**src/rtl/scope_config.svh**
```systemverilog
`ifndef SCOPE_CONFIG_SVH
`define SCOPE_CONFIG_SVH

// width of one ADC sample as delivered by the AD9280
`define SCOPE_SAMPLE_W 8

// wave buffer address width, depth is 2**SCOPE_BUF_AW words
`define SCOPE_BUF_AW 10

// width of the programmable decimation factor
`define SCOPE_DECI_W 16

// APB byte address width and the start of the buffer read window
`define SCOPE_APB_AW 13
`define SCOPE_BUF_BASE 13'h1000

`endif

```
**src/rtl/scope_regs_pkg.sv**
```systemverilog
`include "scope_config.svh"

package scope_regs_pkg;

  // register byte offsets within the APB space
  localparam logic [`SCOPE_APB_AW-1:0] CTRL_OFFS   = 'h000;
  localparam logic [`SCOPE_APB_AW-1:0] STATUS_OFFS = 'h004;

  // STATUS bit positions
  localparam int STATUS_DONE_BIT  = 0;
  localparam int STATUS_ARMED_BIT = 1;

  // CTRL layout, msb first: deci_factor 31:16, trig_level 15:8, edge 1, run 0
  typedef struct packed {
    logic [`SCOPE_DECI_W-1:0]   deci_factor;
    logic [`SCOPE_SAMPLE_W-1:0] trig_level;
    logic [5:0]                 rsvd;
    logic                       trig_edge;
    logic                       run;
  } ctrl_fields_t;

  // the same CTRL word seen either as the raw bus value or as its fields
  typedef union packed {
    logic [31:0]  raw;
    ctrl_fields_t fields;
  } ctrl_word_u;

endpackage

```
**src/rtl/scope_capture_pkg.sv**
```systemverilog
`include "scope_config.svh"

package scope_capture_pkg;

  // one raw or decimated ADC sample
  typedef logic [`SCOPE_SAMPLE_W-1:0] sample_t;

  // word address into the wave buffer
  typedef logic [`SCOPE_BUF_AW-1:0] buf_addr_t;

  // sampler FSM: a single idle cycle after reset, then fill and arm in turn
  typedef enum logic [1:0] {
    st_idle      = 2'd0,
    st_sample    = 2'd1,
    st_wait_trig = 2'd2
  } sample_state_e;

endpackage

```
**src/rtl/scope_apb_regs.sv**
```systemverilog
`timescale 1ns/100ps
`include "scope_config.svh"

module scope_apb_regs import scope_capture_pkg::*, scope_regs_pkg::*; (
  input  logic                     ad_clk,
  input  logic                     rst_n,
  input  logic [`SCOPE_APB_AW-1:0] paddr,
  input  logic                     psel,
  input  logic                     penable,
  input  logic                     pwrite,
  input  logic [31:0]              pwdata,
  output logic [31:0]              prdata,
  output logic                     pready,
  output logic                     pslverr,
  output logic                     run,
  output logic                     trig_edge,
  output sample_t                  trig_level,
  output logic [`SCOPE_DECI_W-1:0] deci_factor,
  input  logic                     frame_done,
  input  logic                     armed,
  output logic                     buf_rd_en,
  output buf_addr_t                buf_rd_addr,
  input  sample_t                  buf_rd_data
);

  ctrl_word_u ctrl_q;
  ctrl_word_u wr_word;

  logic done_q;
  logic rd_pend;

  logic access;
  logic is_ctrl;
  logic is_status;
  logic is_buf;
  logic unmapped;
  logic buf_read;
  logic ctrl_wr;

  logic [`SCOPE_APB_AW-1:0] buf_off;
  logic [31:0]              status_word;

  // address decode
  assign access    = psel && penable;
  assign is_ctrl   = (paddr == CTRL_OFFS);
  assign is_status = (paddr == STATUS_OFFS);
  assign is_buf    = (paddr >= `SCOPE_BUF_BASE);
  assign unmapped  = !is_ctrl && !is_status && !is_buf;
  assign buf_read  = is_buf && !pwrite;

  // byte offset into the window, the word index is the sample index
  assign buf_off     = paddr - `SCOPE_BUF_BASE;
  assign buf_rd_addr = buf_off[`SCOPE_BUF_AW+1:2];

  // the RAM read goes out in the first access cycle and returns in the second
  assign buf_rd_en = access && buf_read && !rd_pend;

  always_ff @(posedge ad_clk or negedge rst_n) begin
    if (!rst_n) begin
      rd_pend <= 1'b0;
    end else begin
      rd_pend <= buf_rd_en;
    end
  end

  // only buffer reads wait, everything else completes at once
  assign pready  = access && (!buf_read || rd_pend);
  assign pslverr = access && (unmapped || (is_buf && pwrite));

  // incoming bus word decoded as CTRL fields
  assign wr_word.raw = pwdata;
  assign ctrl_wr     = access && pwrite && is_ctrl;

  always_ff @(posedge ad_clk or negedge rst_n) begin
    if (!rst_n) begin
      ctrl_q.raw <= '0;
    end else if (ctrl_wr) begin
      ctrl_q.raw <= wr_word.raw;
    end
  end

  // sticky done, cleared when software starts a new run
  always_ff @(posedge ad_clk or negedge rst_n) begin
    if (!rst_n) begin
      done_q <= 1'b0;
    end else if (frame_done) begin
      done_q <= 1'b1;
    end else if (ctrl_wr && wr_word.fields.run && !ctrl_q.fields.run) begin
      done_q <= 1'b0;
    end
  end

  always_comb begin
    status_word                   = '0;
    status_word[STATUS_DONE_BIT]  = done_q;
    status_word[STATUS_ARMED_BIT] = armed;
  end

  // read data mux, samples are zero-extended to the bus width
  always_comb begin
    prdata = '0;
    if (access && !pwrite) begin
      if (is_ctrl) begin
        prdata = ctrl_q.raw;
      end else if (is_status) begin
        prdata = status_word;
      end else if (is_buf && rd_pend) begin
        prdata = {{(32-`SCOPE_SAMPLE_W){1'b0}}, buf_rd_data};
      end
    end
  end

  assign run         = ctrl_q.fields.run;
  assign trig_edge   = ctrl_q.fields.trig_edge;
  assign trig_level  = ctrl_q.fields.trig_level;
  assign deci_factor = ctrl_q.fields.deci_factor;

endmodule

```
**config.mk**
```make
export PLATFORM = sky130hd
export DESIGN_NAME = scope_apb_regs
export DESIGN_NICKNAME = d
export VERILOG_FILES = /design/src/rtl/scope_regs_pkg.sv /design/src/rtl/scope_capture_pkg.sv /design/src/rtl/scope_apb_regs.sv
export VERILOG_INCLUDE_DIRS = /design/src /design/src/rtl
export SDC_FILE = /design/constraint.sdc
export NUM_CORES = 1
export LEC_CHECK = 0
export BUFFER_PORTS_ARGS = -buffer_cell sky130_fd_sc_hd__buf_2
export CAP_MARGIN = 20
export CORE_MARGIN = 2
export CORE_UTILIZATION = 45
export CTS_CLUSTER_DIAMETER = 100
export CTS_CLUSTER_SIZE = 40
export DETAILED_ROUTE_END_ITERATION = 8
export PLACE_DENSITY = 0.95
export SLEW_MARGIN = 20
export SYNTH_ARGS = -nofsm -noshare
export SYNTH_HDL_FRONTEND = slang
export SYNTH_SLANG_ARGS = --single-unit
```
**constraint.sdc**
```tcl
create_clock -name ad_clk -period 4.2 [get_ports ad_clk]
set_clock_uncertainty 0.2 [all_clocks]
set_input_delay 0.21 -clock ad_clk [delete_from_list [all_inputs] [get_ports ad_clk]]
set_output_delay 0.21 -clock ad_clk [all_outputs]
set_load 0.02 [all_outputs]
```
# Yosys cells after proc, flatten, opt, wreduce, memory -nomap -nowiden
# Index checks and enable logic that the tools add are counted.
[totals]
regBits = 34
out_inout_bits = 71
elab_cells = 38
[classes]
n_eq_ne = 1
muxes = 6
order_cmp = 1
addsub = 1
n_reduce_logical = 26
[op_table]
columns = ["op", "count"]
rows = [
  ["$mux W32", 2],
  ["$mux W8", 2],
  ["$logic_and A1 B1 Y1", 15],
  ["$eq A13 B3 Y1 const B", 1],
  ["$ge A13 B13 Y1 const B", 1],
  ["$logic_not A13 Y1", 1],
  ["$sub A12 B1 Y12 const B", 1],
  ["$logic_not A1 Y1", 7],
  ["$logic_or A1 B1 Y1", 2],
  ["$mux W1", 2],
  ["$reduce_bool A2 Y1", 1],
]

# Depth between registers and ports, before layout
[logic_depth]
ltp_word = 7
depth_mapped = 6

# Least setup slack after synthesis
# Ideal clock, no wire load.
[synth_path]
path_type = "input-to-output"
start = "input paddr[4]"
end = "output prdata[0]"
path_slack_ns = 2.248
t_arrival_ns = 1.542
required_time_ns = 3.790
path_stages = 5
path_cell_list = "nor4_1 -> and4b_1 -> clkbuf_1 -> a22oi_1 -> nor3_1"
[synth_between]
elab_chain_cells = 6
elab_cells_between_ends = 8
cone_classes = "order compare (1); eq/ne (1); mux (4); reduce/logical (2)"
[synth_rtl]
columns = ["element", "line", "source"]
rows = [
  ["start: declaration", "scope_apb_regs.sv:7", "input logic [`SCOPE_APB_AW-1:0] paddr,"],
  ["$ge A13 B13 Y1 (no line)", "--", ""],
  ["$logic_and A1 B1 Y1", "scope_apb_regs.sv:107", "end else if (is_buf && rd_pend) begin"],
  ["$mux W8", "scope_apb_regs.sv:107", ""],
  ["$mux W8", "scope_apb_regs.sv:105", "end else if (is_status) begin"],
  ["$mux W32 (*)", "scope_apb_regs.sv:103", "if (is_ctrl) begin"],
  ["$mux W32 (*)", "scope_apb_regs.sv:102", "if (access && !pwrite) begin"],
  ["end: declaration", "scope_apb_regs.sv:12", "output logic [31:0] prdata,"],
]
# Every way passes the cells marked *; elsewhere a longest branch is shown, timed or not.

# Worst setup path in the final report
[layout_path]
start = "input paddr[4]"
end = "output prdata[17]"
[layout_between]
elab_chain_cells = 3
[layout_rtl]
columns = ["element", "line", "source"]
rows = [
  ["$logic_not A13 Y1", "scope_apb_regs.sv:45", "assign is_ctrl = (paddr == CTRL_OFFS);"],
  ["$mux W32", "scope_apb_regs.sv:103", ""],
  ["$mux W32", "scope_apb_regs.sv:102", ""],
]
# No other way between the ends.

==> key figures <==
Run status
  – Outcome: finished, final reports clean

Route
  – WL final: 4.909 mm
  – DR top layer: met4
  – M1 WL: between 1.5 and 2 mm
  – Detailed-route DRC error count: 0
  – Routed met3 length: between 300 and 400 um
  – Met2 wire len: about 2.6 mm
  – Wirelength per Cell: 13.75 um
  – Vias: between 1500 and 2000
  – Post-route ant nets: 0
  – DRT Pass-1 Iters: 4
  – Initial detailed-routing violation count: 48
  – Vias per inst: slightly below 5

CTS
  – Maximum root-to-sink buffer count: 2
  – Clock sinks: 34
  – Setup bufs post-CTS: 0
  – Post-CTS resize count: 0
  – Root Buffer: clkbuf_8
  – Clock Latency Late Sink: 0.28 ns
  – CTS Hold Bufs: 34
  – CTS tree: done
  – H-tree Lvls: 2
  – CTS Buf Count: 5
  – Worst-path clk slew: ~0.060 ns

Final layout
  – # diodes: 0
  – Final std cells w/o fill: about 360
  – Area grow syn2layout: 43.09%
  – Layout cells sized above 1: a little under half
  – Nets: 366

Critical path
  – RR Endpoint: done_q$_DFFE_PN0P_
  – Critical Path Source: paddr[4]
  – Worst EP arrival: 2.12 ns
  – Reg2Reg Launch Point: ctrl_q[0]$_DFFE_PN0P_
  – Setup crit end kind: output port
  – CP Data Required Time: 3.79 ns
  – Crit-path max FO: 18
  – WS Path Type: in2out
  – R2r setup slk: roughly 3.2 ns
  – Critical path endpoint: prdata[17]
  – Kind of start point of the critical path: input port
  – Worst R2R Path Depth: 2

Pwr
  – Leak Pwr: between 1.5 and 2 nW
  – Power per standard cell area: between 200 and 250 mW/mm^2
  – IR Drop Worst-Case VDD: around 0.18 mV

Die
  – Cell Rows: 23
  – Die area: about 0.005 sq mm
  – Core Region: slightly above 0.004 sq mm
  – Starting density of the core: about 48%
  – Die Width: around 70 um
  – Die Height: 69.76 um
  – Number of I/O pins: around 130

Timing
  – Final Hold Viols: 0
  – Worst Tran Pin Value: between 0.7 and 0.8 ns
  – Slew Viols, Final: 0
  – Highest clock rate: 395.8 MHz
  – Unrepaired setup endpoints after global routing: no
  – Setup TNS after final layout: 0 ns
  – Final setup vio count: 0
  – Final period util: between 60% and 70%
  – Min Hold Slack: approximately 0.084 ns
  – Final min period: between 2 and 3 ns
  – Worst relative slew slack: about half

Job
  – Max Cap Violations: 0

Logic synthesis
  – Post-Synth Adder-Cell Area: 0%
  – Gate Count Post-Synth: 177
  – Post-synthesis mux area share: between 15 and 20%
  – Post-synthesis xor/xnor area fraction: 0%
  – Netlist cell types: 24
  – Number of synthesized register bits: 34
  – Post-Synth Simple-Gate Area: about 18%
  – Seq/Total Area, Yosys: 43.73%
  – Cell Area, Synth: between 0.0015 and 0.002 sq mm
  – Main combinational cell family by area after synthesis: multiplexers
  – Complex-gate fraction of the synthesized area: roughly 2.8%
  – Syn Area/Cell: around 11 sq um
  – Mapped Nets: between 200 and 250
  – Synthesis Warnings: 0

Global route
  – GRT Util Overall: about a fifth
  – Initial antenna violation count: 0
  – Largest net degree at the start of global routing: 35
  – Grt total ovfl: 0
  – Vias in the first global route: 1716
  – Global-route wire length before repair: between 7 and 8 mm

Place
  – Port Buffers: 130
  – HPWL Detailed: 3.238 mm
  – Gpl congestion: just under 0.8
  – Placed insts: approximately 320

Min path
  – Hold crit path type: in2reg
[registers in the layout, indices dropped and copies added, names as in the netlist]
signal / cells
done_q: 1
rd_pend: 1
ctrl_q: 32
[cell usage after synthesis]
cell type | n | area, sq um
mux2_2 | 3 | 33.78
nor3_1 | 4 | 20.02
nor2b_1 | 1 | 6.260
buf_2 | 1 | 5.000
nor2_1 | 1 | 3.750
or2_2 | 1 | 6.260
inv_1 | 1 | 3.750
nor3b_2 | 1 | 12.51
nor4_1 | 2 | 12.51
nand3b_1 | 6 | 45.04
nor3b_1 | 4 | 30.03
nand2_1 | 7 | 26.28
clkbuf_1 | 4 | 15.01
a21oi_1 | 8 | 40.04
and2_1 | 25 | 156.4
buf_4 | 35 | 262.8
clkbuf_2 | 1 | 5.000
and4b_1 | 1 | 10.01
dfrtp_1 | 34 | 850.8
buf_6 | 3 | 33.78
a22oi_1 | 2 | 15.01
nand2b_1 | 2 | 12.51
mux2_1 | 29 | 326.6
and4bb_1 | 1 | 12.51
[cells in the final DEF (no fill, tap or decap)]
cell type        n
buf_4            2
clkbuf_8         6
and4bb_1         1
nand3b_1         6
dfrtp_1         34
and2_1          25
nand2b_1         2
mux2_2           3
a22oi_1          2
clkinv_2         1
nor3b_2          1
nor3_1           4
nand2_1          7
mux2_1          29
or2_2            1
inv_1            1
clkbuf_1         1
nor4_1           2
nor2_1           1
dlygate4sd3_1   34
nor3b_1          4
nor2b_1          1
a21oi_1          8
buf_2          130
and4b_1          1
[where the power goes]
part	internal (mW)	leakage, nW	switching [mW]
Sequential	0.328	0.470	0.000299
Clock	0.132	0.0482	0.110
Combinational	0.0480	1.09	0.0354
[final cells by class]
cell class	count	area [sq um]
sequential	34	850.8
multi-input combinational	98	769.5
tap	50	62.56
clock buffer	7	86.33
clock inverter	1	5.005
timing repair buffer	166	1006
inverter	1	3.754
fill	313	1303
[critical path, cell delays in order]
cell and delay [ns]:
buf_2 0.10, nor4_1 0.28, and4b_1 0.47, nor3b_2 0.43, buf_4 0.28, and2_1 0.16
buf_2 0.17
[worst min path at each step]
stage | start | endpoint | slack, ns | depth (start not counted)
finish | penable | rd_pend$_DFF_PN0_ | 0.08 | 3
global route | pwrite | rd_pend$_DFF_PN0_ | 0.1 | 3
CTS | penable | rd_pend$_DFF_PN0_ | 0.07 | 3
floorplan | rst_n | ctrl_q[0]$_DFFE_PN0P_ | -0.29 | 0
global placement | rst_n | ctrl_q[16]$_DFFE_PN0P_ | 0.11 | 1
detailed placement | rst_n | ctrl_q[16]$_DFFE_PN0P_ | 0.12 | 1
[cells by family after synthesis]
| kind of cell | count (synthesis) |
|---|---|
| AO/OA/AOI/OAI | 10 |
| buffers and inverters | 45 |
| flip-flops | 34 |
| multiplexers | 32 |
| AND/OR/NAND/NOR | 56 |
[stage by stage]
step | utilization [%] | setup WS [ns] | power, mW | instance area, sq um
after floorplan | - | 2.248 | 0.3585 | 1946
after global placement | 57.56 | 1.698 | 0.3919 | 2352
after detailed placement | 57.56 | 1.637 | 0.3931 | 2352
after CTS | 68.13 | 1.643 | 0.6619 | 2784
after global routing | 68.13 | 1.429 | 0.6823 | 2784
final | 68.13 | 1.673 | 0.6534 | 2784
[routing by layer]
layer  vias to the layer above  global-route usage [%]
li1                        812                       -
met1                       811                   20.48
met2                        93                   39.64
met3                        13                   5.378
met4                         0                   8.120
met5                         -                       0
No activity file was read; power rests on OpenSTA's default activity.
