File: src/rtl/scope_config.svh
`ifndef SCOPE_CONFIG_SVH
`define SCOPE_CONFIG_SVH

// width of one ADC sample as delivered by the AD9280
`define SCOPE_SAMPLE_W 8

// wave buffer address width, depth is 2**SCOPE_BUF_AW words
`define SCOPE_BUF_AW 10

// width of the programmable decimation factor
`define SCOPE_DECI_W 16

// APB byte address width and the start of the buffer read window
`define SCOPE_APB_AW 13
`define SCOPE_BUF_BASE 13'h1000

`endif

File: src/rtl/ad_decimator.sv
`timescale 1ns/100ps
`include "scope_config.svh"

module ad_decimator (
  input  logic                     ad_clk,
  input  logic                     rst_n,
  input  logic                     run,
  input  logic [`SCOPE_DECI_W-1:0] deci_factor,
  output logic                     deci_valid
);

  // clocks remaining until the next decimated sample
  logic [`SCOPE_DECI_W-1:0] cnt;

  // the counter sits at zero while stopped, so the strobe comes in the
  // first clock after run goes high
  always_ff @(posedge ad_clk or negedge rst_n) begin
    if (!rst_n) begin
      cnt <= '0;
    end else if (!run) begin
      cnt <= '0;
    end else if (cnt == '0) begin
      // reload gives a period of deci_factor+1 clocks
      cnt <= deci_factor;
    end else begin
      cnt <= cnt - 1'b1;
    end
  end

  assign deci_valid = run && (cnt == '0);

endmodule

File: config.mk
export PLATFORM = sky130hd
export DESIGN_NAME = ad_decimator
export DESIGN_NICKNAME = d
export VERILOG_FILES = /design/src/rtl/ad_decimator.sv
export VERILOG_INCLUDE_DIRS = /design/src /design/src/rtl
export SDC_FILE = /design/constraint.sdc
export NUM_CORES = 1
export LEC_CHECK = 0
export BUFFER_PORTS_ARGS = -buffer_cell sky130_fd_sc_hd__buf_4
export CAP_MARGIN = 20
export CORE_AREA = 2 2 59 56
export CTS_BUF_LIST = sky130_fd_sc_hd__clkbuf_2
export CTS_CLUSTER_DIAMETER = 40
export DETAILED_ROUTE_END_ITERATION = 12
export DIE_AREA = 0 0 61 58
export PLACE_DENSITY_LB_ADDON = 0.08
export RECOVER_POWER = 50
export SYNTH_ARGS = -nofsm -noshare
export SYNTH_HDL_FRONTEND = slang
export SYNTH_SLANG_ARGS = --single-unit
File: constraint.sdc
create_clock -name ad_clk -period 4.2 [get_ports ad_clk]
set_input_delay 0.63 -clock ad_clk [delete_from_list [all_inputs] [get_ports ad_clk]]
set_output_delay 0.63 -clock ad_clk [all_outputs]
set_load 0.01 [all_outputs]
After elaboration in Yosys (flattened, before gate mapping)
Index checks and enable logic that the tools add are counted.
Cells by class
  reductions and logical operators: 2
  add/sub/neg operators: 1
  mux-type cells: 2
Operators by type and width (number)
  $mux W16: 2
  $logic_not A16 Y1: 1
  $sub A16 B1 Y16 const B: 1
  $logic_and A1 B1 Y1: 1
Word-level totals
  register bits after elaboration: 16
  output and inout bits: 1
  bits of input ports: 19
  word-level logic and storage cells: 6

Depth between registers and ports, before layout
Gate-level depths: netlist (run 1).
  depth after elaboration: 3
  depth in mapped cells: 7
  gate-level depth less buffers: 6

Worst setup path after synthesis (run 1)
Ideal clock, no wire load.
  path type: reg2out
  start point: register cnt[0]
  end point: output port deci_valid
  arrival: 1.446 ns
  required time: 3.570 ns
  cell stages (with the launch flop): 7
  slack: 2.124 ns
  buffers on the path: 1
  cell sequence: dfrtp_1 -> inv_1 -> ha_1 -> nor4b_2 -> nand4_1 -> clkbuf_1 -> nor2_1
On the way
  cells in the longest elaborated chain, start to end: 2
Ends and longest elaborated chain
  from (decl): RTL line ad_decimator.sv:13  | logic [`SCOPE_DECI_W-1:0] cnt;
  from (signal assigned): RTL line ad_decimator.sv:24  | cnt <= deci_factor;
  from (signal assigned): RTL line ad_decimator.sv:26  | cnt <= cnt - 1'b1;
  $logic_not A16 Y1: RTL line ad_decimator.sv:30  | assign deci_valid = run && (cnt == '0);
  $logic_and A1 B1 Y1: RTL line ad_decimator.sv:30
  to (decl): RTL line ad_decimator.sv:9  | output logic deci_valid
No other way between the ends.

Worst setup path in the final report (run 1)
Ends and elaborated chain as after synthesis.

==> reports/results.tsv, run 1 <==
metric	value	unit
antenna_found_initial	0	
synth_fa_ha_area_share	2.62	%
grt_pass1_vias	812	
reg.largest.list	cnt (16)	
vdd_drop_max	0.252	mV
p_total	0.812	mW
rows	19	
synth.area.mux_share	0	%
drv_slew	0	
die_area	3540	um^2
rsz0062_at_grt	no	
clock_skew	4.20	ps
clock-sinks	16	
final_cell_area	1150	um^2
ant_nets	0	
drc	0	
grt_max_degree	31	
top_register	cnt	
cpPeakStageDelay	450	ps
drt_first_iter_violations	19	
root_buffer	clkbuf_2	
layout-drive-gt1-share	24.6	%
post_cts_resized	0	
tightest_slew	899	ps
syn_inst	99	
ys.flop_type	dfrtp_1	
grt.total_usage	13.9	%
syn-cell-area	955	um^2
wire_per_inst	13.2	um
cts_setup_buffers	0	
leakagePower	0.490	nW
cts.clk_slew.worst_paths	160	ps
place_area	1130	um^2
num-fill-cells	304	
die_h	58	um
port_buffers	19	
core_area	2920	um^2
yosys.area_share.xor_xnor	9.17	%
route.vias.total	816	
multiInputGateArea	520	um^2
fin_setup_tns	0	ps
grt-ovfl-total	0	
yosys_register_bits	16	
drt-total-wl	2100	um
grt_pass1_wl	3650	um
async_reset_ff_share	100	%
relSlewSlack	40.1	%
layout_common_cells	buf_4 (19), dfrtp_1 (16), nor2_1 (14), o21ai_0 (9)	
antenna_cells	0	
dpl.hpwl	1530	um
synth_nets	120	
gp_congestion	0.744	
outcome	completed	
fin_crit_sh	56.3	%
largest_reg_flops	16	
worstPathCellList	inv_1 > ha_1 > nor4b_2 > nand4_1 > nor2_1 > buf_4	
clock_latency	290	ps
syn_avg_cell_area	9.64	um^2
pin_count	20	
cts_tree	built	
avgViaCountPerCell	5.10	
endpoint_kind	output port	
cp_slowest_cell	dfrtp_1	
fmax	423	MHz
start_util	32.6	%
finalCriticalPeriod	2360	ps
seqCellArea	400	um^2
ys_seq_area_share	41.9	%
crit_type	register to output port	
cts_inserted_buffers	3	
worstPathRequired	3570	ps
yosys.area_share.simple	22.5	%
hold_viol	0	
hold_buffers	0	
die_w	61	um
hp-class	primary input to asynchronous set/reset pin	
synth_compound_area_share	20.2	%
finalSetupViolCount	0	
nets	141	
cts.path.max_buffers	2	
htreeDepth	1	
synth_top_family_by_area	simple AND/OR/NAND/NOR gates	
layout_commonest_cell	buf_4	
synth_edf_count	0	
maxCapViolations	0	
arrival	1730	ps
cp_max_fo	5	
start_kind	register	
syn_to_final_growth	20.1	%
yosys_warnings	0	
yosysUniqueCellTypes	33	
firstDrtPassIters	4	
powerDensity	708	nW/um^2
==> cells by family (layout without fill, tap and decap cells) <==
group           after synthesis  in the layout
simple gates                 35             35
xor+xnor                     10             10
fa+ha+maj                     2              2
buf+inv                       7             26
compound gates               29             29
flops                        16             16
==> power breakdown <==
part | total, mW | internal (mW) | leakage, nW | switching (mW)
Combinational | 0.445 | 0.204 | 0.265 | 0.240
Clock | 0.0694 | 0.0195 | 0.0125 | 0.0499
Sequential | 0.298 | 0.217 | 0.212 | 0.0810
Total | 0.812 | 0.441 | 0.490 | 0.371
==> synth_stat cells, drive strengths merged, types with 2 or more instances <==
cell type | instances | area (um^2)
a211oi | 7 | 57.6
a21oi | 6 | 30.0
clkbuf | 3 | 11.3
dfrtp | 16 | 400
ha | 2 | 25.0
inv | 2 | 7.51
nand2 | 2 | 7.51
nand3 | 4 | 20.0
nand4 | 2 | 12.5
nor2 | 14 | 52.6
nor3 | 2 | 15.0
nor4 | 4 | 40.0
o21ai | 9 | 45.0
o31ai | 2 | 15.0
xnor2 | 4 | 35.0
xor2 | 6 | 52.6
==> layer usage <==
metal | share of wire [%] | global-route usage (%)
met5 | 0 | 0
met4 | 1.8 | 5.59
met3 | 4.6 | 2.68
met2 | 45 | 21.0
met1 | 48 | 19.4
==> per-stage QoR <==
step / setup slack [ps] / util, % / std cells / hold slack, ps
6_report: 1840 / 39.2 / 160 / 412
5_1_grt: 1650 / 39.2 / 160 / 458
4_1_cts: 1800 / 39.3 / 160 / 153
3_5_place_dp: 2170 / 38.8 / 157 / 506
3_3_place_gp: 2210 / 38.8 / 157 / 508
2_1_floorplan: 2120 / - / 99 / 334
==> cell type report <==
cell class / instances / share of cell area, %
inverter: 3 / 0.983
tap: 42 / 4.59
clock buffer: 3 / 1.31
sequential: 16 / 34.9
multi-input combinational: 76 / 45.4
timing repair buffer: 20 / 12.8
==> path summary, 6_finish.rpt <==
path | start | end | slack [ps] | cells past startpoint
setup reg to reg | cnt[0] | cnt[1] | 2360 | 6
hold reg to reg | cnt[0] | cnt[0] | 560 | 1
hold / removal | rst_n | cnt[8] | 410 | 1
setup / recovery | cnt[0] | deci_valid | 1840 | 6
min in group ad_clk | cnt[0] | cnt[0] | 560 | 1
max in group asynchronous | rst_n | cnt[15] | 3240 | 1
==> worst max-delay path, delay by kind of cell, from the launching register on <==
kind | cells | cell delay (ps)
and+or+nand+nor | 3 | 620
DFF | 1 | 450
buffers and inverters | 2 | 220
adders and majority gates | 1 | 140
Power figures use the tool's default switching activity.
==> run 2: changes to the inputs <==
--- a/config.mk
+++ b/config.mk
@@ -6,13 +6,14 @@
 export SDC_FILE = /design/constraint.sdc
 export NUM_CORES = 1
 export LEC_CHECK = 0
+export ABC_AREA = 1
 export BUFFER_PORTS_ARGS = -buffer_cell sky130_fd_sc_hd__buf_4
 export CAP_MARGIN = 20
-export CORE_AREA = 2 2 59 56
+export CORE_AREA = 2 2 68 63
 export CTS_BUF_LIST = sky130_fd_sc_hd__clkbuf_2
 export CTS_CLUSTER_DIAMETER = 40
 export DETAILED_ROUTE_END_ITERATION = 12
-export DIE_AREA = 0 0 61 58
+export DIE_AREA = 0 0 70 65
 export PLACE_DENSITY_LB_ADDON = 0.08
 export RECOVER_POWER = 50
 export SYNTH_ARGS = -nofsm -noshare
==> constraint.sdc (replaced) <==
create_clock -name ad_clk -period 2.2 [get_ports ad_clk]
set_input_delay 0.33 -clock ad_clk [delete_from_list [all_inputs] [get_ports ad_clk]]
set_output_delay 0.33 -clock ad_clk [all_outputs]
set_load 0.01 [all_outputs]
==> run 2 against run 1 <==
Via count up 46%; sequential share of layout area down 7.7 points; first-iteration DRC count rose to 2.5 times the previous value; non-clock buffer count up 2.
==> reports/results.tsv, run 2 <==
metric	value	unit
finalCriticalPeriod	1950	ps
root_buffer	clkbuf_2	
seqCellArea	400	um^2
synth_fa_ha_area_share	1.98	%
yosysUniqueCellTypes	26	
grt_max_degree	17	
syn_to_final_growth	16.5	%
die_w	70	um
fmax	514	MHz
grt-ovfl-total	0	
cts.clk_slew.worst_paths	160	ps
finalSetupViolCount	0	
fin_setup_tns	0	ps
grt_pass1_wl	5230	um
yosysTopAreaCellShare	31.7	%
gp_congestion	0.819	
cts.path.max_buffers	2	
route.vias.total	1191	
final_cell_area	1470	um^2
num-fill-cells	433	
pin_count	20	
syn_inst	191	
tightest_slew	941	ps
firstDrtPassIters	4	
cp_max_fo	11	
die_area	4550	um^2
nets	235	
syn_avg_cell_area	6.60	um^2
ys_top_cells_by_area	dfrtp_1 (32%), nand2_1 (14%), nor2_1 (9.5%)	
yosys_warnings	0	
switching_power	0.946	mW
combPwrFrac	66.3	%
grt_pass1_vias	1096	
leakagePower	0.791	nW
die_h	65	um
drc	0	
vdd_drop_max	0.369	mV
multiInputGateArea	721	um^2
worstSetupEndpoint	deci_valid	
wl_met2	1260	um
maxCapViolations	0	
outcome	completed	
antenna_cells	0	
yosys.area_share.xor_xnor	2.08	%
synth_edf_count	0	
layout_commonest_cell	nand2_1	
reg2reg_from	cnt[0]	
worstPathRequired	1870	ps
regToRegEndpoint	cnt[14]	
relSlewSlack	37.3	%
p_seq_share	26.2	%
synth_nets	212	
ys_seq_area_share	31.7	%
start_util	32.3	%
synth.area.mux_share	0	%
hold_viol	0	
drv_slew	0	
fin_crit_sh	88.4	%
met3_length	139	um
port_buffers	19	
cts_inserted_buffers	3	
cts_tree	built	
synth_top_family_by_area	simple AND/OR/NAND/NOR gates	
ys_top_cells_by_count	nand2_1 (48), nor2_1 (32), inv_1 (26)	
grt.total_usage	14.7	%
layout_common_cells	nand2_1 (48), nor2_1 (32), inv_1 (25), buf_4 (20), dfrtp_1 (16)	
ant_nets	0	
reg.largest.list	cnt (16)	
htreeDepth	1	
synth_area_leader_cell	dfrtp_1	
final_util	37.6	%
crit_type	register to output port	
start_kind	register	
crit_path_start	cnt[4]	
switching_share	53.7	%
clock-sinks	16	
r2r_cells	8	
wirelength_met1	1650	um
power_frac_clock	7.5	%
hp-class	primary input to register	
powerDensity	1200	nW/um^2
drt-total-wl	3070	um
async_reset_ff_share	100	%
syn-cell-area	1260	um^2
yosys_register_bits	16	
yosys.area_share.simple	45.8	%
rows	22	
arrival	1620	ps
endpoint_kind	output port	
synth_compound_area_share	7.24	%
top_register	cnt	
largest_reg_flops	16	
rsz0062_at_grt	no	
clock_latency	290	ps
antenna_found_initial	0	
drt_first_iter_violations	48	
yosysMostFrequentCell	nand2_1	
dpl.hpwl	2320	um
avgViaCountPerCell	4.58	
core_area	3910	um^2
internal-power	0.817	mW
layout-drive-gt1-share	21.7	%
highest_layer	met4	
wire_per_inst	11.8	um
r2r_slack	580	ps
clock_skew	6.11	ps
ys.flop_type	dfrtp_1	
place_area	1430	um^2
[run 2: changes by cell type after synthesis, moves of 3 or more]
cell and change:
nand2_1 +46, inv_1 +24, nor2_1 +18, nor2_2 +9, nand4_1 +8, nand3_1 +7
a211oi_1 -6, o21ai_0 -6, xor2_1 -6, a21oi_1 +4, inv_2 +3, nand2_2 +3
nor4_1 -3
[run 2: kinds of logic after synthesis]
| kind of cell | after synthesis |
|---|---|
| simple gates | 120 |
| buf+inv | 33 |
| compound gates | 17 |
| flops | 16 |
| xor+xnor | 3 |
| fa+ha+maj | 2 |
[run 2: worst max-delay path, stage by stage, from the launching register on]
cell,delay [ps]
dfrtp_1,450
nor2_2,200
nand2_2,120
inv_2,200
nand3_4,100
nor2_1,120
buf_4,130
[run 2: worst min-delay path by stage]
stage	endpoint	startpoint	depth (start not counted)
final	cnt[5]	deci_factor[5]	3
after global routing	cnt[5]	deci_factor[5]	3
after CTS	cnt[5]	deci_factor[5]	3
after detailed placement	cnt[0]	rst_n	1
after global placement	cnt[5]	rst_n	1
after floorplan	cnt[0]	rst_n	0
[run 2: area by class of cell]
cell class / instances / area share, %
multi-input combinational: 142 / 49.1
sequential: 16 / 27.3
timing repair buffer: 22 / 11.2
inverter: 29 / 7.41
tap: 48 / 4.09
clock buffer: 3 / 1.02
[run 2: routing by layer]
layer  vias up  global-route usage [%]
met2        24                    22.3
met4         0                    2.16
met3         2                    4.04
met5         -                       0
li1        640                       -
met1       525                    21.2
[run 2: through the flow]
step | power, mW | setup slack [ps] | hold WS, ps | std cells
after floorplan | 1.42 | 518 | 34.4 | 191
after global placement | 1.61 | 345 | 213 | 254
after detailed placement | 1.61 | 294 | 213 | 254
after CTS | 1.77 | 82.8 | 244 | 259
after global routing | 1.98 | 63.0 | 221 | 260
final | 1.76 | 254 | 260 | 260
[run 2: power groups by stage]
stage	combinational, mW	sequential (mW)	clock [mW]
finish	1.17	0.461	0.133
CTS	1.17	0.459	0.142
floorplan	0.973	0.443	0
global placement	1.14	0.466	0
detailed placement	1.15	0.465	0
global route	1.34	0.475	0.160
[run 2: repair_timing]
| action | CTS | global route |
|---|---|---|
| hold buffers | 1 | 0 |
| hold endpoints to repair | 16 | 0 |
| endpoints found under the setup margin | 1 | 1 |
| gates resized for setup | 0 | 1 |
| pin swaps | 0 | 1 |
| setup buffers | 1 | 1 |
