--- src/rtl/scope_config.svh ---
`ifndef SCOPE_CONFIG_SVH
`define SCOPE_CONFIG_SVH

// width of one ADC sample as delivered by the AD9280
`define SCOPE_SAMPLE_W 8

// wave buffer address width, depth is 2**SCOPE_BUF_AW words
`define SCOPE_BUF_AW 10

// width of the programmable decimation factor
`define SCOPE_DECI_W 16

// APB byte address width and the start of the buffer read window
`define SCOPE_APB_AW 13
`define SCOPE_BUF_BASE 13'h1000

`endif

--- src/rtl/scope_capture_pkg.sv ---
`include "scope_config.svh"

package scope_capture_pkg;

  // one raw or decimated ADC sample
  typedef logic [`SCOPE_SAMPLE_W-1:0] sample_t;

  // word address into the wave buffer
  typedef logic [`SCOPE_BUF_AW-1:0] buf_addr_t;

  // sampler FSM: a single idle cycle after reset, then fill and arm in turn
  typedef enum logic [1:0] {
    st_idle      = 2'd0,
    st_sample    = 2'd1,
    st_wait_trig = 2'd2
  } sample_state_e;

endpackage

--- src/rtl/ad9280_sample.sv ---
`timescale 1ns/100ps
`include "scope_config.svh"

module ad9280_sample import scope_capture_pkg::*; (
  input  logic      ad_clk,
  input  logic      rst_n,
  input  sample_t   ad_data,
  input  logic      deci_valid,
  input  logic      run,
  input  sample_t   trig_level,
  input  logic      trig_edge,
  output logic      buf_wr,
  output buf_addr_t buf_addr,
  output sample_t   buf_data,
  output logic      frame_done,
  output logic      armed
);

  sample_state_e state;

  // raw ADC word from the previous clock, used for the crossing compare
  sample_t ad_data_d0;

  // set once a fill has been started by a trigger
  logic trig_fill;

  logic trig_hit;
  logic last_wr;

  always_ff @(posedge ad_clk) begin
    ad_data_d0 <= ad_data;
  end

  // level crossing on the raw stream, trig_edge high selects rising
  always_comb begin
    if (trig_edge) begin
      trig_hit = (ad_data_d0 < trig_level) && (ad_data >= trig_level);
    end else begin
      trig_hit = (ad_data_d0 > trig_level) && (ad_data <= trig_level);
    end
  end

  // writes happen in the same clock as the decimated strobe
  assign buf_wr   = (state == st_sample) && run && deci_valid;
  assign buf_data = ad_data;
  assign armed    = (state == st_wait_trig);

  // frame done marks the write to the last address of a triggered fill
  assign last_wr    = buf_wr && (buf_addr == '1);
  assign frame_done = last_wr && trig_fill;

  always_ff @(posedge ad_clk or negedge rst_n) begin
    if (!rst_n) begin
      state     <= st_idle;
      buf_addr  <= '0;
      trig_fill <= 1'b0;
    end else begin
      case (state)
        st_idle: begin
          // the first fill after reset starts without waiting for a trigger
          state <= st_sample;
        end
        st_sample: begin
          if (buf_wr) begin
            // the address wraps to zero after the last word
            buf_addr <= buf_addr + 1'b1;
            if (last_wr) begin
              state <= st_wait_trig;
            end
          end
        end
        st_wait_trig: begin
          // deci_valid is only high while running, so a stopped scope holds here
          if (deci_valid && trig_hit) begin
            state     <= st_sample;
            buf_addr  <= '0;
            trig_fill <= 1'b1;
          end
        end
        default: begin
          state <= st_idle;
        end
      endcase
    end
  end

endmodule

--- config.mk ---
export PLATFORM = sky130hd
export DESIGN_NAME = ad9280_sample
export DESIGN_NICKNAME = d
export VERILOG_FILES = /design/src/rtl/scope_capture_pkg.sv /design/src/rtl/ad9280_sample.sv
export VERILOG_INCLUDE_DIRS = /design/src /design/src/rtl
export SDC_FILE = /design/constraint.sdc
export NUM_CORES = 1
export LEC_CHECK = 0
export BUFFER_PORTS_ARGS = -buffer_cell sky130_fd_sc_hd__buf_4
export CAP_MARGIN = 25
export CORE_MARGIN = 5
export CORE_UTILIZATION = 56
export CTS_BUF_LIST = sky130_fd_sc_hd__clkbuf_4 sky130_fd_sc_hd__clkbuf_8
export CTS_CLUSTER_DIAMETER = 120
export DETAILED_ROUTE_END_ITERATION = 6
export PLACE_DENSITY_LB_ADDON = 0.15
export SYNTH_ARGS = -nofsm -noshare
export SYNTH_HDL_FRONTEND = slang
export SYNTH_SLANG_ARGS = --single-unit
--- constraint.sdc ---
create_clock -name ad_clk -period 2.8 [get_ports ad_clk]
set_input_delay 0.56 -clock ad_clk [delete_from_list [all_inputs] [get_ports ad_clk]]
set_output_delay 0.56 -clock ad_clk [all_outputs]
set_load 0.005 [all_outputs]
* Word-level counts from Yosys, hierarchy flattened
Cells that the tools add are included.
** Storage, ports and cells
- Register bits after elaboration :: 21
- Input bits :: 21
** Operators by class
- $add $sub $neg :: 1
- Order comparisons :: 4
- Eq/ne operators :: 6
- Muxes and demuxes :: 8
- Reductions and logical operators :: 12
** Operator list (number)
- 10-bit 2-to-1 mux :: 2
- 10-bit one-hot mux with 2 select lines :: 1
- 10-bit by 1-bit adder with 10-bit output, second input constant :: 1
- 10-bit == test, second input constant :: 1
- 8-bit greater-or-equal comparator :: 1
- 8-bit greater-than comparator :: 1
- 8-bit less-or-equal comparator :: 1
- 8-bit less-than comparator :: 1
- 1-bit logical AND :: 7
- 2-bit 2-to-1 mux :: 3
- 2-bit one-hot mux with 3 select lines :: 1
- 3-bit AND reduction :: 2
- 2-bit != test, second input constant :: 2
- 2-bit by 1-bit == test with 1-bit output, second input constant :: 1
- 2-bit == test, second input constant :: 1
- 2-bit zero test :: 1
- 2-bit by 1-bit != test with 1-bit output, second input constant :: 1
- 2-bit AND reduction :: 1
- 2-bit nonzero test :: 1
- 1-bit 2-to-1 mux :: 1

* Depth between registers and ports, before layout
Gate-level depths: netlist of the first run.
- Depth in word-level cells :: 7
- Gate-level depth with buffers :: 8
- Gate-level depth less buffers :: 8

* Worst setup path before layout of the first run
Ideal clock, no wire load.
- Kind :: in2reg
- Start point :: input trig_level[6]
- End point :: register buf_addr[2]
- Data arrival time :: 2.005 ns
- Setup slack :: 0.659 ns
- Stages :: 7
- Buffers on the path :: 0
- Cell sequence :: inv_1 ha_1 a21o_1 a21o_1 or3_4 o221ai_4 a31oi_1
** Between the ends
- Cells in the longest elaborated chain, start to end :: 6
** RTL lines
- from (decl) :: line ad9280_sample.sv:10 : input sample_t trig_level,
- 8-bit greater-than comparator, or another cell as far along :: line ad9280_sample.sv:39 : trig_hit = (ad_data_d0 > trig_level) && (ad_data <= trig_level);
- 1-bit logical AND, on equally long branches :: line ad9280_sample.sv:39, ad9280_sample.sv:37
- 1-bit 2-to-1 mux (*) :: line ad9280_sample.sv:36 : if (trig_edge) begin
- 1-bit logical AND (*) :: line ad9280_sample.sv:74 : if (deci_valid && trig_hit) begin
- 2-bit by 1-bit != test with 1-bit output (no line) (*)
- 3-bit AND reduction (no line) (*)
- to (signal assigned) :: line ad9280_sample.sv:66 : buf_addr <= buf_addr + 1'b1;
- to (decl) :: line ad9280_sample.sv:13 : output buf_addr_t buf_addr,
Every way passes the cells marked *; elsewhere a longest branch is shown, timed or not.
A chain may end at the register's enable or synchronous reset.

* Worst setup path in the final report of the first run
- Start point :: register state[1]
- End point :: output frame_done
** Between the ends
- Cells in the longest elaborated chain, start to end :: 5
** RTL lines
- from (decl) :: line ad9280_sample.sv:19 : sample_state_e state;
- from (signal assigned) :: line ad9280_sample.sv:54 : state <= st_idle;
- from (signal assigned) :: line ad9280_sample.sv:61 : state <= st_sample;
- from (signal assigned) :: line ad9280_sample.sv:68 : state <= st_wait_trig;
- 2-bit by 1-bit == test with 1-bit output :: line ad9280_sample.sv:44 : assign buf_wr = (state == st_sample) && run && deci_valid;
- 1-bit logical AND (2 in series) :: line ad9280_sample.sv:44
- 1-bit logical AND :: line ad9280_sample.sv:49 : assign last_wr = buf_wr && (buf_addr == '1);
- 1-bit logical AND :: line ad9280_sample.sv:50 : assign frame_done = last_wr && trig_fill;
- to (decl) :: line ad9280_sample.sv:15 : output logic frame_done,
Every way passes these cells.

==> results of run 1 <==
-- metrics by stage --
step / hold slack (ps) / setup slack (ps)
floorplan: 264.4 / 659.3
global placement: 410.4 / 459.7
detailed placement: 413.3 / 380.7
CTS: 74.27 / 417.9
global route: 74.33 / 289.2
finish: 81.44 / 416.3
-- kinds of logic after synthesis --
family,Yosys count,share of synthesized area [%]
flops,21,36.30
xor+xnor,1,0.6549
mux,1,0.7484
buf+inv,23,8.980
fa+ha+maj,17,15.90
compound gates,36,20.21
simple gates,45,17.21
-- placed cells by master (no fill, tap or decap), types with 5 or more instances in the layout --
cell / netlist / final
a31oi_1: 7 / 7
nand2_1: 16 / 16
inv_1: 14 / 14
nand4_1: 5 / 5
a21oi_1: 10 / 10
dfxtp_1: 8 / 8
ha_1: 17 / 17
nand3_1: 5 / 5
buf_4: 9 / 42
nor2_1: 8 / 8
dfrtp_1: 13 / 13
-- sequential cells by signal, summed over array words and instances (netlist names) --
name / flops
ad_data_d0: 8
buf_addr: 10
state: 2
trig_fill: 1
-- power breakdown --
group | switching (µW) | internal [µW]
Combinational | 150 | 172
Clock | 90.7 | 65.1
Sequential | 69.0 | 357
Total | 310 | 593
-- worst paths after layout --
| kind | start | endpoint | slack [ps] | cells past startpoint |
|---|---|---|---|---|
| hold reg to reg | trig_fill | trig_fill | 470 | 1 |
| hold / removal | rst_n | state[1] | 80 | 1 |
| setup / recovery | state[1] | frame_done | 420 | 6 |
| setup reg to reg | ad_data_d0[1] | buf_addr[8] | 790 | 7 |
| max in group asynchronous | rst_n | buf_addr[3] | 2560 | 1 |
| min in group ad_clk | ad_data[2] | ad_data_d0[2] | 370 | 1 |
-- worst max-delay path: stages (launching register included) --
cell     delay, ps
dfrtp_1        450
nor3_4         240
and3_1         320
nand2_1        110
nor2_1         150
and2_1         150
buf_4          100
-- layout make-up --
type / instances / area [µm²] / area share [%]
well taps: 28 / 35.03 / 2.123
multi-input cells: 100 / 732.0 / 44.35
clock buffers: 4 / 30.03 / 1.820
repair buffers: 42 / 315.3 / 19.11
inverters: 14 / 52.55 / 3.184
flip-flops and latches: 21 / 485.5 / 29.42
-- metal layers --
| layer | GRT usage, % | share of wire (%) |
|---|---|---|
| met5 | 0 | 0 |
| met4 | 4.854 | 0.91 |
| met3 | 3.509 | 6.8 |
| met2 | 29.81 | 50 |
| met1 | 25.10 | 42 |
==> run metrics, run 1 <==
ys flop type=dfrtp_1; Total Power=roughly 900 µW; # DRC=0; setup skew after layout=around 1.6 ps; Vias/cell=approximately 5.8; warning count from the yosys run=0; Crit Path Class=flop to output port; Worst Setup End Kind=output port; asr flop ratio synth=slightly above 60%; Post-Syn Area per Cell=9.288 µm²; Post-CTS Setup Bufs=0; WL per Instance=around 15 µm; Final Cycle Share=around 85%; measured slew at the worst slew-check pin=between 400 and 500 ps; Post-Syn Area=1338 µm²; WP data arrival=about 1800 ps; Layout area overhead=23.39%; final worst path period need=2384 ps; GRT Total Usage=a little under a fifth; Via Count=between 1k and 1.5k; largest net degree at the start of global routing=14; Initial Util=roughly 59%; cell with the most instances after synthesis=ha_1; PortBufs=41; 1st-iter DRT viols=57; Congestion Overflow GR=0; drt pass-1 iters=7; DRT antenna net count=0; HP Class=input port to async pin; Seq/Total Area, Yosys=between 30% and 40%; post_cts resized=0; CTS root buffer=clkbuf_4; Num CTS Buffers=3; first-pass GRT wire length=around 5000 µm; number of antenna violations at the first check in global routing=0; GP Congestion=a little over 0.8; syn nets=around 180; Peak Freq=419.5 MHz; CTS tree=yes; placed cell count=between 200 and 250; Core Util, Final=~73%; final WL=slightly above 3000 µm; status=complete, no violations; cells after synthesis=144; Finished Layout Cells=~210; PwrDens=between 500 and 600 nW/µm²; cell area after layout=between 1500 and 2000 µm²; RSZ-0062 raised after global routing=no; Core Footprint=between 2000 and 2500 µm²; fraction of layout cells with a size suffix above 1=around 29%; Synth area leaders=dfrtp_1 (24%), ha_1 (16%), dfxtp_1 (12%), buf_4 (5.1%), nand2_1 (4.5%); Max-slew headroom=between 70% and 80%; Die Span X=58.87 µm; H-tree Lvls=1; Max Cap Viol=0; Setup TNS=0 ps; # fillers=approximately 190; Worst EP required=2240 ps; Core Rows=17; Post-synth EDFFs=0; Ports=42; area post-placement=approximately 1600 µm²; Synth top cells by count=ha_1 (17), nand2_1 (16), inv_1 (14), dfrtp_1 (13), a21oi_1 (10); # hold bufs at CTS=0; die area=around 3500 µm²; CP Launch Type=flop; Die Y=58.87 µm; CTS clk-pin slew, worst paths=between 100 and 150 ps; P_leak=between 0.0008 and 0.0009 µW; clk buf depth=2; pins over their slew limit=0; Cell variety after synth=33; share of the synthesized area in the top cell type=between 20% and 30%; Final #Nets=220; vias in the first global route=between 1k and 1.5k; DP Wirelength=around 2500 µm; Yosys reg bits=21; final setup fails=0; post-synth top area cell=dfrtp_1; CTS sink cnt=21; final hold violations=0; worst skew pair latency=~300 ps; crit path max fanout=6; Max IR drop VDD=approximately 0.49 mV; ANT cells=0
(Power assumes the default switching activity.)
==> run 2: changes to the inputs <==
CORE_MARGIN = 2   (was 5)
==> run 2 against run 1 <==
Final cell count is the same. Worst hold slack lost 11 ps. Combinational power shrank 2%. Utilization grew 0.70 points. Via count shrank 1.1%. Power shrank 0.51%. Sequential power is essentially flat. Clock skew grew 5.7 ps. Fmax grew 1.1%. Count of clock-buffer cells in the layout is the same. Sequential share of layout area is the same. First-iteration DRC count shrank 54%.
==> run metrics, run 2 (synthesis results as in run 1) <==
worst path cell trace=nor3_4 > and3_1 > nand2_1 > nor2_1 > and2_1 > buf_4 (unchanged); most common cell after layout, fill and taps aside=buf_4 (unchanged); first-pass GRT wire length=4836 µm (was 5030 µm); Critical path buffers and inverters=1 (unchanged); Largest register FFs=10 (unchanged); 1st-iter DRT viols=26 (was 57); worst skew pair latency=310 ps (was 300 ps); CP Launch Type=flop (unchanged); GRT Total Usage=23.73% (was 18.43%); Post-CTS Setup Bufs=0 (unchanged); Core Util, Final=73.89% (was 73.20%); pins over their slew limit=0 (unchanged); Num CTS Buffers=3 (unchanged); DRT antenna net count=0 (unchanged); crit path max fanout=6 (unchanged); Final Cycle Share=84.24% (was 85.13%); CP max-delay cell=dfrtp_1 (unchanged); measured slew at the worst slew-check pin=368.1 ps (was 419.3 ps); CTS clk-pin slew, worst paths=120 ps (about the same); Core Rows=17 (unchanged); WL per Instance=13.65 µm (was 14.66 µm); HP Class=input port to async pin (unchanged); biggest regs=buf_addr: 10 flops, ad_data_d0: 8 flops, state: 2 flops (unchanged); ANT cells=0 (unchanged); Initial Util=59.89% (was 59.32%); RSZ-0062 raised after global routing=no (unchanged); fraction of layout cells with a size suffix above 1=29.28% (unchanged); Die Y=52.87 µm (was 58.87 µm); Ports=42 (unchanged); largest reg by FF count=buf_addr (unchanged); status=complete, no violations (unchanged); post_cts resized=0 (unchanged); Crit Path Class=flop to output port (unchanged); Vias/cell=5.694 (was 5.756); final WL=2852 µm (was 3063 µm); # DRC=0 (unchanged); CTS sink cnt=21 (unchanged); Worst EP required=2240 ps (about the same); Max-slew headroom=75.30% (was 72.05%); Via Count=1190 (was 1203); CP peak stage delay=450 ps (about the same); Core Footprint=2233 µm² (was 2255 µm²); Layout area overhead=23.39% (unchanged); vias in the first global route=1095 (was 1155); final setup fails=0 (unchanged); Total Power=898.8 µW (was 903.4 µW); delay-heaviest family, CP=simple AND/OR/NAND/NOR gates (unchanged); GP Congestion=0.7988 (was 0.8267); Die Span X=52.87 µm (was 58.87 µm); P_leak=0.0008655 µW (unchanged); CTS tree=yes (unchanged); cell area after layout=1650 µm² (unchanged); Worst Setup End Kind=output port (unchanged); Congestion Overflow GR=0 (unchanged); clk buf depth=2 (unchanged); H-tree Lvls=1 (unchanged); area post-placement=1620 µm² (unchanged); WP data arrival=1800 ps (was 1820 ps); Peak Freq=423.9 MHz (was 419.5 MHz); die area=2795 µm² (was 3466 µm²); drt pass-1 iters=4 (was 7); final worst path period need=2359 ps (was 2384 ps); PortBufs=41 (unchanged); setup skew after layout=7.330 ps (was 1.581 ps); number of antenna violations at the first check in global routing=0 (unchanged); DP Wirelength=2303 µm (was 2536 µm); PwrDens=544.6 nW/µm² (was 547.4 nW/µm²); largest net degree at the start of global routing=14 (unchanged); Final #Nets=220 (unchanged); final hold violations=0 (unchanged); Max Cap Viol=0 (unchanged); Setup TNS=0 ps (unchanged); CTS root buffer=clkbuf_4 (unchanged); Max IR drop VDD=0.5952 mV (was 0.4857 mV); most frequent cells in the layout=buf_4 (42), ha_1 (17), nand2_1 (16), inv_1 (14), dfrtp_1 (13) (unchanged); # hold bufs at CTS=0 (unchanged)
run 2: cell counts in the layout (fill, tap and decap cells not counted):
No cell type changed its count.
run 2: worst paths after layout:
| path | from | to | slack (ps) | depth (start not counted) |
|---|---|---|---|---|
| max | state[1] | frame_done | 440 | 6 |
| min | rst_n | buf_addr[0] | 70 | 1 |
| max reg2reg | ad_data_d0[4] | buf_addr[7] | 850 | 7 |
| min reg2reg | trig_fill | trig_fill | 490 | 1 |
| max in group asynchronous | rst_n | buf_addr[6] | 2560 | 1 |
| min in group ad_clk | ad_data[3] | ad_data_d0[3] | 360 | 1 |
run 2: power breakdown:
part	switching [µW]	leakage, µW	internal, µW
sequential	66.5	0.000227	357
clock	93.1	0.0000184	65.3
combinational	146	0.000620	172
run 2: area by class of cell:
type                       instances  area (µm²)
fill                             164       583.1
tap                               28       35.03
inverter                          14       52.55
multi-input combinational        100       732.0
timing repair buffer              42       315.3
sequential                        21       485.5
clock buffer                       4       30.03
run 2: routing by layer:
metal  track usage (%)  part of all wire (%)  up-vias
met1             30.41                    45      553
met3             6.215                   6.3        6
li1                  -                     -      584
met4             4.274                  0.95        0
met2             40.42                    48       47
met5                 0                     0        -
run 2: through the flow:
stage          setup slack, ps  cells  hold slack (ps)
3_3_place_gp             473.5    205            411.3
2_1_floorplan            659.3    144            264.4
3_5_place_dp             434.9    205            416.2
6_report                 441.2    209            70.76
4_1_cts                  430.0    209            64.65
5_1_grt                  318.1    209            66.63
